===== config.mk =====
export PLATFORM = sky130hd
export DESIGN_NAME = ucodeCore
export DESIGN_NICKNAME = d
export VERILOG_FILES = /design/src/design/ucodePkg.sv /design/src/design/flowQueue.sv /design/src/design/prefixDecoder.sv /design/src/design/ucodeCore.sv /design/src/design/ucodeSequencer.sv
export VERILOG_INCLUDE_DIRS = /design/src /design/src/design
export SDC_FILE = /design/constraint.sdc
export NUM_CORES = 1
export LEC_CHECK = 0
export BUFFER_PORTS_ARGS = -buffer_cell sky130_fd_sc_hd__buf_2
export CELL_PAD_IN_SITES_DETAIL_PLACEMENT = 0
export CELL_PAD_IN_SITES_GLOBAL_PLACEMENT = 1
export CORE_ASPECT_RATIO = 1.25
export CORE_MARGIN = 5
export CORE_UTILIZATION = 46
export DETAILED_ROUTE_END_ITERATION = 7
export GPL_ROUTABILITY_DRIVEN = 0
export PLACE_DENSITY = 0.88
export SKIP_CTS_REPAIR_TIMING = 1
export SLEW_MARGIN = 10
export SYNTH_ARGS = -nofsm -noshare
export SYNTH_HDL_FRONTEND = slang
export SYNTH_SLANG_ARGS = --single-unit

===== constraint.sdc =====
create_clock -name clock -period 4.8 [get_ports clock]
set_clock_uncertainty 0.1 [all_clocks]
set_input_delay 1.2 -clock clock [delete_from_list [all_inputs] [get_ports clock]]
set_output_delay 1.2 -clock clock [all_outputs]
set_load 0.05 [all_outputs]

===== src/design/ucodeFlows.svh =====
`ifndef UCODE_FLOWS_SVH
`define UCODE_FLOWS_SVH

//////////////////////////////////////////////////////////////////////
// Micro-op ROM
//////////////////////////////////////////////////////////////////////

// Flows run from their entry point until an end-of-flow word
// Count of inc words per flow equals the instruction length in bytes
function automatic ucodePkg::uopT romRead(input logic [ucodePkg::flowIdxWidth-1:0] addr);
	ucodePkg::uopT word;
	case (addr)
		// Default, single byte
		ucodePkg::flowDefault:
			word = '{ucodePkg::nextIncEof, ucodePkg::uopNop, ucodePkg::regNull};
		// LD B,n
		ucodePkg::flowLdBn:
			word = '{ucodePkg::nextInc, ucodePkg::uopSma, ucodePkg::regPc};
		ucodePkg::flowLdBn + 8'd1:
			word = '{ucodePkg::nextInc, ucodePkg::uopNop, ucodePkg::regNull};
		ucodePkg::flowLdBn + 8'd2:
			word = '{ucodePkg::nextEof, ucodePkg::uopSrm, ucodePkg::regB};
		// LD C,n
		ucodePkg::flowLdCn:
			word = '{ucodePkg::nextInc, ucodePkg::uopSma, ucodePkg::regPc};
		ucodePkg::flowLdCn + 8'd1:
			word = '{ucodePkg::nextInc, ucodePkg::uopNop, ucodePkg::regNull};
		ucodePkg::flowLdCn + 8'd2:
			word = '{ucodePkg::nextEof, ucodePkg::uopSrm, ucodePkg::regC};
		// INC B and DEC B
		ucodePkg::flowIncB:
			word = '{ucodePkg::nextIncEof, ucodePkg::uopInc16, ucodePkg::regB};
		ucodePkg::flowDecB:
			word = '{ucodePkg::nextIncEofFu, ucodePkg::uopDec16, ucodePkg::regB};
		// JR n
		ucodePkg::flowJrn:
			word = '{ucodePkg::nextInc, ucodePkg::uopSma, ucodePkg::regPc};
		ucodePkg::flowJrn + 8'd1:
			word = '{ucodePkg::nextOp, ucodePkg::uopNop, ucodePkg::regNull};
		// Offset byte into x8
		ucodePkg::flowJrn + 8'd2:
			word = '{ucodePkg::nextInc, ucodePkg::uopSrm, ucodePkg::regX8};
		ucodePkg::flowJrn + 8'd3:
			word = '{ucodePkg::nextOp, ucodePkg::uopSx16r, ucodePkg::regPc};
		// x16 = pc + sign extended x8
		ucodePkg::flowJrn + 8'd4:
			word = '{ucodePkg::nextOp, ucodePkg::uopAddx16, ucodePkg::regX8};
		ucodePkg::flowJrn + 8'd5:
			word = '{ucodePkg::nextEof, ucodePkg::uopSpc, ucodePkg::regX16};
		// LD HL,nn, low byte first
		ucodePkg::flowLdHLnn:
			word = '{ucodePkg::nextInc, ucodePkg::uopSma, ucodePkg::regPc};
		ucodePkg::flowLdHLnn + 8'd1:
			word = '{ucodePkg::nextInc, ucodePkg::uopNop, ucodePkg::regNull};
		ucodePkg::flowLdHLnn + 8'd2:
			word = '{ucodePkg::nextOp, ucodePkg::uopSrm, ucodePkg::regL};
		ucodePkg::flowLdHLnn + 8'd3:
			word = '{ucodePkg::nextIncEof, ucodePkg::uopSrm, ucodePkg::regH};
		// INC HL and DI
		ucodePkg::flowIncHL:
			word = '{ucodePkg::nextIncEof, ucodePkg::uopInc16, ucodePkg::regHl};
		ucodePkg::flowDi:
			word = '{ucodePkg::nextIncEof, ucodePkg::uopCeti, ucodePkg::regNull};
		// CP n, compare as a - literal
		ucodePkg::flowCpn:
			word = '{ucodePkg::nextInc, ucodePkg::uopSx16r, ucodePkg::regA};
		ucodePkg::flowCpn + 8'd1:
			word = '{ucodePkg::nextOp, ucodePkg::uopNop, ucodePkg::regNull};
		ucodePkg::flowCpn + 8'd2:
			word = '{ucodePkg::nextOp, ucodePkg::uopSrm, ucodePkg::regX8};
		ucodePkg::flowCpn + 8'd3:
			word = '{ucodePkg::nextIncEofFu, ucodePkg::uopSubx16, ucodePkg::regX8};
		// CB BIT 7,H
		ucodePkg::flowCbBit7H:
			word = '{ucodePkg::nextInc, ucodePkg::uopSma, ucodePkg::regPc};
		ucodePkg::flowCbBit7H + 8'd1:
			word = '{ucodePkg::nextOp, ucodePkg::uopNop, ucodePkg::regNull};
		ucodePkg::flowCbBit7H + 8'd2:
			word = '{ucodePkg::nextInc, ucodePkg::uopNop, ucodePkg::regNull};
		ucodePkg::flowCbBit7H + 8'd3:
			word = '{ucodePkg::nextEofFu, ucodePkg::uopBit, ucodePkg::regH};
		// CB RL C
		ucodePkg::flowCbRlC:
			word = '{ucodePkg::nextInc, ucodePkg::uopSma, ucodePkg::regPc};
		ucodePkg::flowCbRlC + 8'd1:
			word = '{ucodePkg::nextOp, ucodePkg::uopNop, ucodePkg::regNull};
		ucodePkg::flowCbRlC + 8'd2:
			word = '{ucodePkg::nextInc, ucodePkg::uopNop, ucodePkg::regNull};
		ucodePkg::flowCbRlC + 8'd3:
			word = '{ucodePkg::nextEofFu, ucodePkg::uopShl, ucodePkg::regC};
		// Unused words
		default:
			word = '{ucodePkg::nextOp, ucodePkg::uopNop, ucodePkg::regNull};
	endcase
	return word;
endfunction

`endif


===== src/design/ucodePkg.sv =====
`default_nettype none

package ucodePkg;

	//////////////////////////////////////////////////////////////////////
	// Sizes
	//////////////////////////////////////////////////////////////////////

	localparam int opcodeWidth = 8;
	localparam int flowIdxWidth = 8;
	localparam int pcWidth = 16;
	// Pending flow entries between decoder and sequencer
	localparam int queueDepth = 4;

	//////////////////////////////////////////////////////////////////////
	// Opcodes
	//////////////////////////////////////////////////////////////////////

	localparam logic [opcodeWidth-1:0] opNop = 8'h00;
	localparam logic [opcodeWidth-1:0] opIncB = 8'h04;
	localparam logic [opcodeWidth-1:0] opDecB = 8'h05;
	localparam logic [opcodeWidth-1:0] opLdBn = 8'h06;
	localparam logic [opcodeWidth-1:0] opLdCn = 8'h0E;
	localparam logic [opcodeWidth-1:0] opJrn = 8'h18;
	localparam logic [opcodeWidth-1:0] opLdHLnn = 8'h21;
	localparam logic [opcodeWidth-1:0] opIncHL = 8'h23;
	localparam logic [opcodeWidth-1:0] opPrefixCb = 8'hCB;
	localparam logic [opcodeWidth-1:0] opDi = 8'hF3;
	localparam logic [opcodeWidth-1:0] opCpn = 8'hFE;
	// Second byte after the CB prefix
	localparam logic [opcodeWidth-1:0] cbBit7H = 8'h7C;
	localparam logic [opcodeWidth-1:0] cbRlC = 8'h11;

	//////////////////////////////////////////////////////////////////////
	// Flow entry points in the micro-op ROM
	//////////////////////////////////////////////////////////////////////

	// Also the one-word flow of every unknown opcode
	localparam logic [flowIdxWidth-1:0] flowDefault = 8'd0;
	localparam logic [flowIdxWidth-1:0] flowLdBn = 8'd1;
	localparam logic [flowIdxWidth-1:0] flowLdCn = 8'd4;
	localparam logic [flowIdxWidth-1:0] flowIncB = 8'd7;
	localparam logic [flowIdxWidth-1:0] flowDecB = 8'd8;
	localparam logic [flowIdxWidth-1:0] flowJrn = 8'd9;
	localparam logic [flowIdxWidth-1:0] flowLdHLnn = 8'd15;
	localparam logic [flowIdxWidth-1:0] flowIncHL = 8'd19;
	localparam logic [flowIdxWidth-1:0] flowDi = 8'd20;
	localparam logic [flowIdxWidth-1:0] flowCpn = 8'd21;
	// CB flows carry their own copy of the prefix step
	localparam logic [flowIdxWidth-1:0] flowCbBit7H = 8'd25;
	localparam logic [flowIdxWidth-1:0] flowCbRlC = 8'd29;
	// Last populated ROM word
	localparam logic [flowIdxWidth-1:0] romLastAddr = 8'd32;

	//////////////////////////////////////////////////////////////////////
	// Micro-op fields
	//////////////////////////////////////////////////////////////////////

	// Next control, Fu variants mark a flag update
	typedef enum logic [2:0] {
		nextOp,
		nextInc,
		nextEof,
		nextIncEof,
		nextEofFu,
		nextIncEofFu
	} nextCtlT;

	typedef enum logic [3:0] {
		uopNop, uopSma, uopSmw, uopSrm, uopInc16, uopDec16, uopSx16r,
		uopAddx16, uopSubx16, uopSpc, uopBit, uopShl, uopCeti
	} uopOpT;

	typedef enum logic [3:0] {
		regNull, regA, regB, regC, regD, regE, regH, regL,
		regHl, regPc, regSp, regX8, regX16
	} uopRegT;

	// One ROM word, 11 bits
	typedef struct packed {
		nextCtlT nextCtl;
		uopOpT operation;
		uopRegT operand;
	} uopT;

	// Queue payload, flow index plus the byte that selected it
	typedef struct packed {
		logic [flowIdxWidth-1:0] flowIdx;
		logic [opcodeWidth-1:0] opcode;
	} flowEntryT;

endpackage

`default_nettype wire


===== src/design/flowQueue.sv =====
`timescale 1ns/10ps
`default_nettype none

// Circular buffer of pending flow entries
module flowQueue #(
	parameter type payloadT = logic [7:0],
	parameter int depth = 4
) (
	input logic clock,
	input logic rstN,
	input logic push,
	input payloadT pushData,
	input logic pop,
	output payloadT head,
	output logic notEmpty,
	output logic full
);

	payloadT mem [depth];
	logic [$clog2(depth)-1:0] rdPtr;
	logic [$clog2(depth)-1:0] wrPtr;
	// One extra bit so depth itself fits
	logic [$clog2(depth):0] count;

	// Wrap at depth, not only at a power of two
	function automatic logic [$clog2(depth)-1:0] nextPtr(input logic [$clog2(depth)-1:0] ptr);
		return (ptr == ($clog2(depth))'(depth - 1)) ? '0 : ptr + 1'b1;
	endfunction

	always_ff @(posedge clock or negedge rstN)
	begin
		if (!rstN)
		begin
			rdPtr <= '0;
			wrPtr <= '0;
			count <= '0;
		end
		else
		begin
			if (push)
				wrPtr <= nextPtr(wrPtr);
			if (pop)
				rdPtr <= nextPtr(rdPtr);
			case ({push, pop})
				2'b10: count <= count + 1'b1;
				2'b01: count <= count - 1'b1;
				default: ;
			endcase
		end
	end

	// Storage
	always_ff @(posedge clock)
	begin
		if (push)
			mem[wrPtr] <= pushData;
	end

	assign head = mem[rdPtr];
	assign notEmpty = count != '0;
	// Counts the push already in flight, so a strobe seen with full low
	// always finds a free slot one cycle later
	assign full = count == ($clog2(depth)+1)'(depth) ||
		(count == ($clog2(depth)+1)'(depth - 1) && push);

	//////////////////////////////////////////////////////////////////////
	// Checks
	//////////////////////////////////////////////////////////////////////

	// Source kept off while full
	noPushWhenFull: assert property (@(posedge clock) disable iff (!rstN)
		push |-> count != ($clog2(depth)+1)'(depth));

	// Sequencer only pops a present entry
	noPopWhenEmpty: assert property (@(posedge clock) disable iff (!rstN)
		pop |-> notEmpty);

endmodule

`default_nettype wire


===== src/design/prefixDecoder.sv =====
`timescale 1ns/10ps
`default_nettype none

// Opcode byte to flow index, with CB prefix merge
module prefixDecoder (
	input logic clock,
	input logic rstN,
	input logic opStrobe,
	input logic [ucodePkg::opcodeWidth-1:0] opByte,
	output logic push,
	output ucodePkg::flowEntryT entry
);

	// Last strobed byte was the CB prefix
	logic cbPending;
	logic [ucodePkg::flowIdxWidth-1:0] mainIdx;
	logic [ucodePkg::flowIdxWidth-1:0] cbIdx;

	//////////////////////////////////////////////////////////////////////
	// Lookup tables
	//////////////////////////////////////////////////////////////////////

	// Main table
	always_comb
	begin
		case (opByte)
			ucodePkg::opNop:    mainIdx = ucodePkg::flowDefault;
			ucodePkg::opLdBn:   mainIdx = ucodePkg::flowLdBn;
			ucodePkg::opLdCn:   mainIdx = ucodePkg::flowLdCn;
			ucodePkg::opIncB:   mainIdx = ucodePkg::flowIncB;
			ucodePkg::opDecB:   mainIdx = ucodePkg::flowDecB;
			ucodePkg::opJrn:    mainIdx = ucodePkg::flowJrn;
			ucodePkg::opLdHLnn: mainIdx = ucodePkg::flowLdHLnn;
			ucodePkg::opIncHL:  mainIdx = ucodePkg::flowIncHL;
			ucodePkg::opDi:     mainIdx = ucodePkg::flowDi;
			ucodePkg::opCpn:    mainIdx = ucodePkg::flowCpn;
			default:            mainIdx = ucodePkg::flowDefault;
		endcase
	end

	// CB table, unknown codes fall back to the default flow
	always_comb
	begin
		case (opByte)
			ucodePkg::cbBit7H: cbIdx = ucodePkg::flowCbBit7H;
			ucodePkg::cbRlC:   cbIdx = ucodePkg::flowCbRlC;
			default:           cbIdx = ucodePkg::flowDefault;
		endcase
	end

	//////////////////////////////////////////////////////////////////////
	// Registered push
	//////////////////////////////////////////////////////////////////////

	always_ff @(posedge clock or negedge rstN)
	begin
		if (!rstN)
		begin
			cbPending <= 1'b0;
			push <= 1'b0;
		end
		else
		begin
			// Prefix byte alone pushes nothing
			push <= opStrobe && (cbPending || opByte != ucodePkg::opPrefixCb);
			if (opStrobe)
				cbPending <= !cbPending && opByte == ucodePkg::opPrefixCb;
		end
	end

	// Payload, qualified by push
	always_ff @(posedge clock)
	begin
		if (opStrobe)
		begin
			entry.flowIdx <= cbPending ? cbIdx : mainIdx;
			entry.opcode <= opByte;
		end
	end

endmodule

`default_nettype wire


===== src/design/ucodeCore.sv =====
`timescale 1ns/10ps
`default_nettype none

// Decoder, flow queue and sequencer
module ucodeCore (
	input logic clock,
	input logic rstN,
	input logic opStrobe,
	input logic [ucodePkg::opcodeWidth-1:0] opByte,
	output logic full,
	output logic uopValid,
	output ucodePkg::uopT uop,
	output logic flowDone,
	output logic [ucodePkg::pcWidth-1:0] pc
);

	logic push;
	logic pop;
	logic notEmpty;
	ucodePkg::flowEntryT pushEntry;
	ucodePkg::flowEntryT headEntry;

	prefixDecoder i_prefixDecoder (
		.clock(clock),
		.rstN(rstN),
		.opStrobe(opStrobe),
		.opByte(opByte),
		.push(push),
		.entry(pushEntry)
	);

	flowQueue #(
		.payloadT(ucodePkg::flowEntryT),
		.depth(ucodePkg::queueDepth)
	) i_flowQueue (
		.clock(clock),
		.rstN(rstN),
		.push(push),
		.pushData(pushEntry),
		.pop(pop),
		.head(headEntry),
		.notEmpty(notEmpty),
		.full(full)
	);

	ucodeSequencer i_ucodeSequencer (
		.clock(clock),
		.rstN(rstN),
		.notEmpty(notEmpty),
		.head(headEntry),
		.pop(pop),
		.uopValid(uopValid),
		.uop(uop),
		.flowDone(flowDone),
		.pc(pc)
	);

endmodule

`default_nettype wire


===== src/design/ucodeSequencer.sv =====
`timescale 1ns/10ps
`default_nettype none

// Walks the micro-op ROM one word per cycle
module ucodeSequencer (
	input logic clock,
	input logic rstN,
	input logic notEmpty,
	input ucodePkg::flowEntryT head,
	output logic pop,
	output logic uopValid,
	output ucodePkg::uopT uop,
	output logic flowDone,
	output logic [ucodePkg::pcWidth-1:0] pc
);

	`include "ucodeFlows.svh"

	// Flow in progress
	logic busy;
	// Micro-program counter
	logic [ucodePkg::flowIdxWidth-1:0] upc;
	ucodePkg::uopT romWord;
	logic isEof;
	logic isInc;

	assign romWord = romRead(upc);

	//////////////////////////////////////////////////////////////////////
	// Next control decode
	//////////////////////////////////////////////////////////////////////

	always_comb
	begin
		isEof = romWord.nextCtl inside {ucodePkg::nextEof, ucodePkg::nextIncEof,
			ucodePkg::nextEofFu, ucodePkg::nextIncEofFu};
		isInc = romWord.nextCtl inside {ucodePkg::nextInc, ucodePkg::nextIncEof,
			ucodePkg::nextIncEofFu};
	end

	assign uopValid = busy;
	assign uop = romWord;
	assign flowDone = busy && isEof;
	// Take next entry when idle or on the last word so flows run without a gap
	assign pop = notEmpty && (!busy || isEof);

	//////////////////////////////////////////////////////////////////////
	// Sequencing and pc
	//////////////////////////////////////////////////////////////////////

	always_ff @(posedge clock or negedge rstN)
	begin
		if (!rstN)
		begin
			busy <= 1'b0;
			upc <= '0;
			pc <= '0;
		end
		else
		begin
			if (pop)
			begin
				busy <= 1'b1;
				upc <= head.flowIdx;
			end
			else if (flowDone)
				busy <= 1'b0;
			else if (busy)
				upc <= upc + 1'b1;

			// Only inc words move pc as jumps are not executed here
			if (busy && isInc)
				pc <= pc + 1'b1;
		end
	end

	//////////////////////////////////////////////////////////////////////
	// Checks
	//////////////////////////////////////////////////////////////////////

	// Every decoded flow terminates inside the populated ROM
	upcInRom: assert property (@(posedge clock) disable iff (!rstN)
		busy |-> upc <= ucodePkg::romLastAddr);

endmodule

`default_nettype wire


======== Word-level counts from Yosys, hierarchy flattened ========
Memories as Yosys holds them, arrays and structs flattened.
Index checks and enable logic that the tools add are counted.
operators by class
  add/subtract/negate cells ............... 6
  reductions and logical operators ........ 19
  multiplexer cells ....................... 14
  eq/ne operators ......................... 25
operators by type and width
  cell                                           number
  one-hot mux 5 bit (9 select lines)             1
  == test 8 x 3 -> 1 bit, second input constant  3
  == test 8 bit, second input constant           3
  two-way mux 8 bit                              3
  adder 16 x 1 -> 16 bit, second input constant  1
  == test 8 x 5 -> 1 bit, second input constant  2
  == test 8 x 6 -> 1 bit, second input constant  2
  two-way mux 11 bit                             1
  one-hot mux 5 bit (2 select lines)             1
  == test 3 x 2 -> 1 bit, second input constant  3
  == test 3 bit, second input constant           3
  adder 8 x 1 -> 8 bit, second input constant    1
  == test 8 x 4 -> 1 bit, second input constant  1
  == test 8 x 7 -> 1 bit, second input constant  1
  != test 8 bit, second input constant           1
  == test 2 bit, second input constant           3
  logical AND 1 bit                              6
  one-hot mux 3 bit (2 select lines)             1
  nonzero test 2 bit                             3
  nonzero test 3 bit                             2
  two-way mux 5 bit                              1
  adder 2 x 1 -> 2 bit, second input constant    2
  two-way mux 1 bit                              4
  two-way mux 2 bit                              2
  other kinds (10)                               13
storage, ports and cells
  flip-flop bits (word level) ............. 50
  output and inout port bits .............. 30
  logic and storage cells ................. 76
  ROM bits ................................ 704
  RAM bits ................................ 64
  bits of input ports ..................... 11
  memories ................................ 2
memories
  name             depth  width  read ports  clocked after Yosys merged registers in  write ports  line               source
  (no name shown)  64     11     1           0                                        0            ucodeFlows.svh:12  case (addr)
  i_flowQueue.mem  4      16     1           0                                        1            flowQueue.sv:19    payloadT mem [depth];

======== Depth between registers and ports, before layout ========
  depth after elaboration ................. 8
  depth in mapped cells ................... 15
  depth with buffers taken out ............ 13

======== Modules after synthesis ========
Synthesis repeated with hierarchy kept, for this count alone.
second synthesis, totals
  cells, all modules ...................... 422
  area total of the unflattened synthesis .. 5714.2 um^2
by module, submodules not included
  module          seq. area each (um^2)  instances  area an instance (um^2)  cells each
  flowQueue       2097.0                 1          2771.4                   122
  ucodeSequencer  625.6                  1          2104.5                   227
  prefixDecoder   440.4                  1          838.3                    73

======== Worst setup path after synthesis ========
Ideal clock, no wire load.
  path type ............................... register -> output
  start point ............................. reg i_ucodeSequencer.upc[0] (netlist name)
  end point ............................... out flowDone
  required time ........................... 3500 ps
  buffers on the path ..................... 2
  data arrival time ....................... 3071 ps
  setup slack ............................. 429 ps
  cell stages (with the launch flop) ...... 8
  cells stage by stage .................... dfrtp_1 > clkbuf_1 > inv_1 > ha_1 > buf_2 > or4b_4 > a211o_1 > a211oi_1
between the ends
  longest elaborated chain between the ends .. 5
  elaborated cells on any way between the ends .. 8
  classes of those cells .................. eq/ne (4); mux (1); reduce/logical (2); memory (1)
RTL lines
  element                                                  line                  source
  from (decl)                                              ucodeSequencer.sv:22  logic [ucodePkg::flowIdxWidth-1:0] upc;
  from (signal assigned)                                   ucodeSequencer.sv:64  upc <= head.flowIdx;
  from (signal assigned)                                   ucodeSequencer.sv:69  upc <= upc + 1'b1;
  memory (64 x 11 bit) (*)                                 -
  two-way mux 11 bit (*)                                   ucodeFlows.svh:12
  == test 3 x 2 -> 1 bit or == test 3 bit (tied branches)  ucodeSequencer.sv:35  isEof = romWord.nextCtl inside {ucodePkg::nextEof, ucodePkg::nextIncEof,
  nonzero test 4 bit (*)                                   ucodeSequencer.sv:35
  logical AND 1 bit (*)                                    ucodeSequencer.sv:43  assign flowDone = busy && isEof;
  to (decl)                                                ucodeCore.sv:13       output logic flowDone,
Every way passes the cells marked *; elsewhere a longest branch is shown, timed or not.

======== Worst setup path after layout ========
  start point ............................. reg i_ucodeSequencer.upc[1] (netlist name)
  end point ............................... out flowDone
The elaborated chain is that of the path after synthesis.

==> impl_metrics.yaml <==
worst_setup_path:
  worstPathArrival_ps: 2870
  slowest_delay_ps: 540
  slowest_stage: "dfrtp_1"
  crit_type: "flip-flop to output pin"
  cp_top_family: "compound AO/OA/AOI/OAI gates"
  end_kind: "output pin"
  crit_chain: "inv_1, ha_1, or4b_4, a211o_1, a211oi_1, buf_2"
  r2r-end: "i_flowQueue.count[2]"
  cp-start-kind: "flip-flop"
  cp_num_buf_inv: 2
  ff2ff_path_depth: 14
  required_ps: 3500
  rrSetupSlack_ps: 980
  worst-path-max-fanout: 15
  rr_startpoint: "i_ucodeSequencer.upc[1]"
logic_synthesis:
  synth_commonest_cells: "dfrtp_1, edfxtp_1, nand2_1"
  synth_area_leaders: "dfrtp_1, edfxtp_1, ha_1, mux4_2, xnor2_1"
  synth_ff_type: "dfrtp_1"
  synth.top_cell.area_share_pct: 23.5
  yosysWarnings: 0
  ys_seq_area_share_pct: 44.2
  yosys.area.top_type: "dfrtp_1"
  synth_nets: 379
  yosysUniqueCellTypes: 62
  synth_async_sr_flop_share_pct: 57.6
  synth_edf_count: 25
  yosysMostFrequentCell: "dfrtp_1"
  synth_area_per_cell_um2: 10.3
  synthCells: 351
  syn-cell-area_um2: 3620
  synth_seq_cells: 59
global_route:
  grt_pass1_vias: 2657
  grtUsageTotal_pct: 16.3
  gr-total-overflow: 0
  grt_max_degree: 35
  antenna_found_initial: 0
  grt_first_pass_wirelength_um: 12500
routing:
  routedWlPerCell_um: 15.3
  vias_per_cell: 5.69
  drt_iter0_markers: 92
  firstDrtPassIters: 4
  drt-total-wl_um: 7400
  vias: 2755
  antenna_left: 0
  drc: 0
timing:
  max_slew.worst_pin.slew_ps: 938
  fin_crit_ps: 4170
  tns_ps: 0
  report.final.slew_viol_count: 0
  maxSlewHeadroom_pct: 37.0
  fmax_ghz: 0.240
  setup_viol: 0
  fin_crit_sh_pct: 86.9
  rsz0062_at_grt: "no"
  final_hold_viol_count: 0
clock_tree:
  cts_max_path_buffers: 2
  cts.clk_slew.worst_paths_ps: 70
  cts-root-buf: "clkbuf_8"
  cts_tree: "done"
  numCtsBuffers: 9
  clk-insertion-delay-late_ps: 320
  ctsHtreeMaxLevel: 3
  clock_sinks: 59
floorplan:
  core_region_area_um2: 7750
  die_h_um: 109
  io_pins: 41
  die_w_um: 89.4
  start_util_pct: 46.8
  die_area_um2: 9770
  rows: 36
layout:
  diodes: 0
  fillers: 749
  multi_input_area_um2: 1850
  drive_gt1_share_pct: 19.8
  nets: 412
  regArea_um2: 1600
  syn_to_final_growth_pct: 11.1
worst_hold_path:
  min_to: "i_ucodeSequencer.pc[15]"
  min_path_type: "flip-flop to flip-flop"
  worstHoldPathCells: 1
  hold_start: "i_ucodeSequencer.pc[15]"
place:
  io_buffers: 40
  dp_hpwl_um: 5430
run:
  drv_cap: 0
run_status:
  outcome: "completed"
[metrics by stage]
step           setup WS (ps)  std cells  hold WS (ps)  cell area [um^2]  util, %
2_1_floorplan            429        351           359              3620        -
3_3_place_gp            1080        468           355              3870     49.9
3_5_place_dp             966        468           358              3870     49.9
4_1_cts                  602        484           371              4030     52.0
5_1_grt                  422        484           380              4030     52.0
6_report                 631        484           366              4030     52.0
[cell families (layout without fill, tap and decap cells)]
kind of cell	after synthesis	in the layout	share of synthesized area, %
AOI/OAI and AO/OA	77	77	15.1
xor gates and xnor gates	19	19	4.59
adders and majority gates	17	17	6.08
buffers and inverters	39	77	4.73
DFF	59	59	44.2
muxes	18	18	7.18
and+or+nand+nor	122	122	18.1
[registers in the layout (all words and copies together), names as in the netlist]
| name | count |
|---|---|
| i_flowQueue.mem | 20 |
| i_ucodeSequencer.pc | 16 |
| i_ucodeSequencer.upc | 8 |
| i_prefixDecoder.entry | 5 |
| i_flowQueue.count | 3 |
| i_flowQueue.rdPtr | 2 |
| i_flowQueue.wrPtr | 2 |
| i_prefixDecoder.cbPending | 1 |
| i_prefixDecoder.push | 1 |
| i_ucodeSequencer.uopValid | 1 |
[layout by cell type (no fill, tap or decap), types with 9 or more instances in the layout]
cell,instances
buf_2,40
dfrtp_1,34
edfxtp_1,25
nand2_1,24
nor2_1,23
nand3_1,17
a21oi_1,17
inv_1,16
ha_1,16
xnor2_1,13
o21ai_0,9
and3_1,9
clkbuf_8,9
[cell type report]
cell class | instances | area share, %
repair buffers | 44 | 5.72
multi-input cells | 253 | 46.0
inverters | 17 | 1.62
well taps | 95 | 2.95
flip-flops and latches | 59 | 39.8
clock buffers | 11 | 3.26
clock inverters | 5 | 0.715
[worst max-delay path by stage]
stage / slack (ps) / to / startpoint / cells after the start
after detailed placement: 970 / flowDone / i_ucodeSequencer.upc[1] / 6
after CTS: 600 / flowDone / i_ucodeSequencer.upc[1] / 6
after global placement: 1080 / flowDone / i_ucodeSequencer.upc[1] / 6
after floorplan: 430 / flowDone / i_ucodeSequencer.upc[0] / 7
after global routing: 420 / flowDone / i_ucodeSequencer.upc[1] / 7
final: 630 / flowDone / i_ucodeSequencer.upc[1] / 6
[routing by layer]
metal | part of all wire, % | track usage (%)
met1 | 42 | 21.1
met2 | 52 | 27.0
met3 | 3.8 | 2.95
met4 | 2.0 | 6.17
met5 | 0 | 0
Power is left out: the tool's default activity adds up to more than one toggle a clock period on the data nets, which glitch-free logic cannot reach.
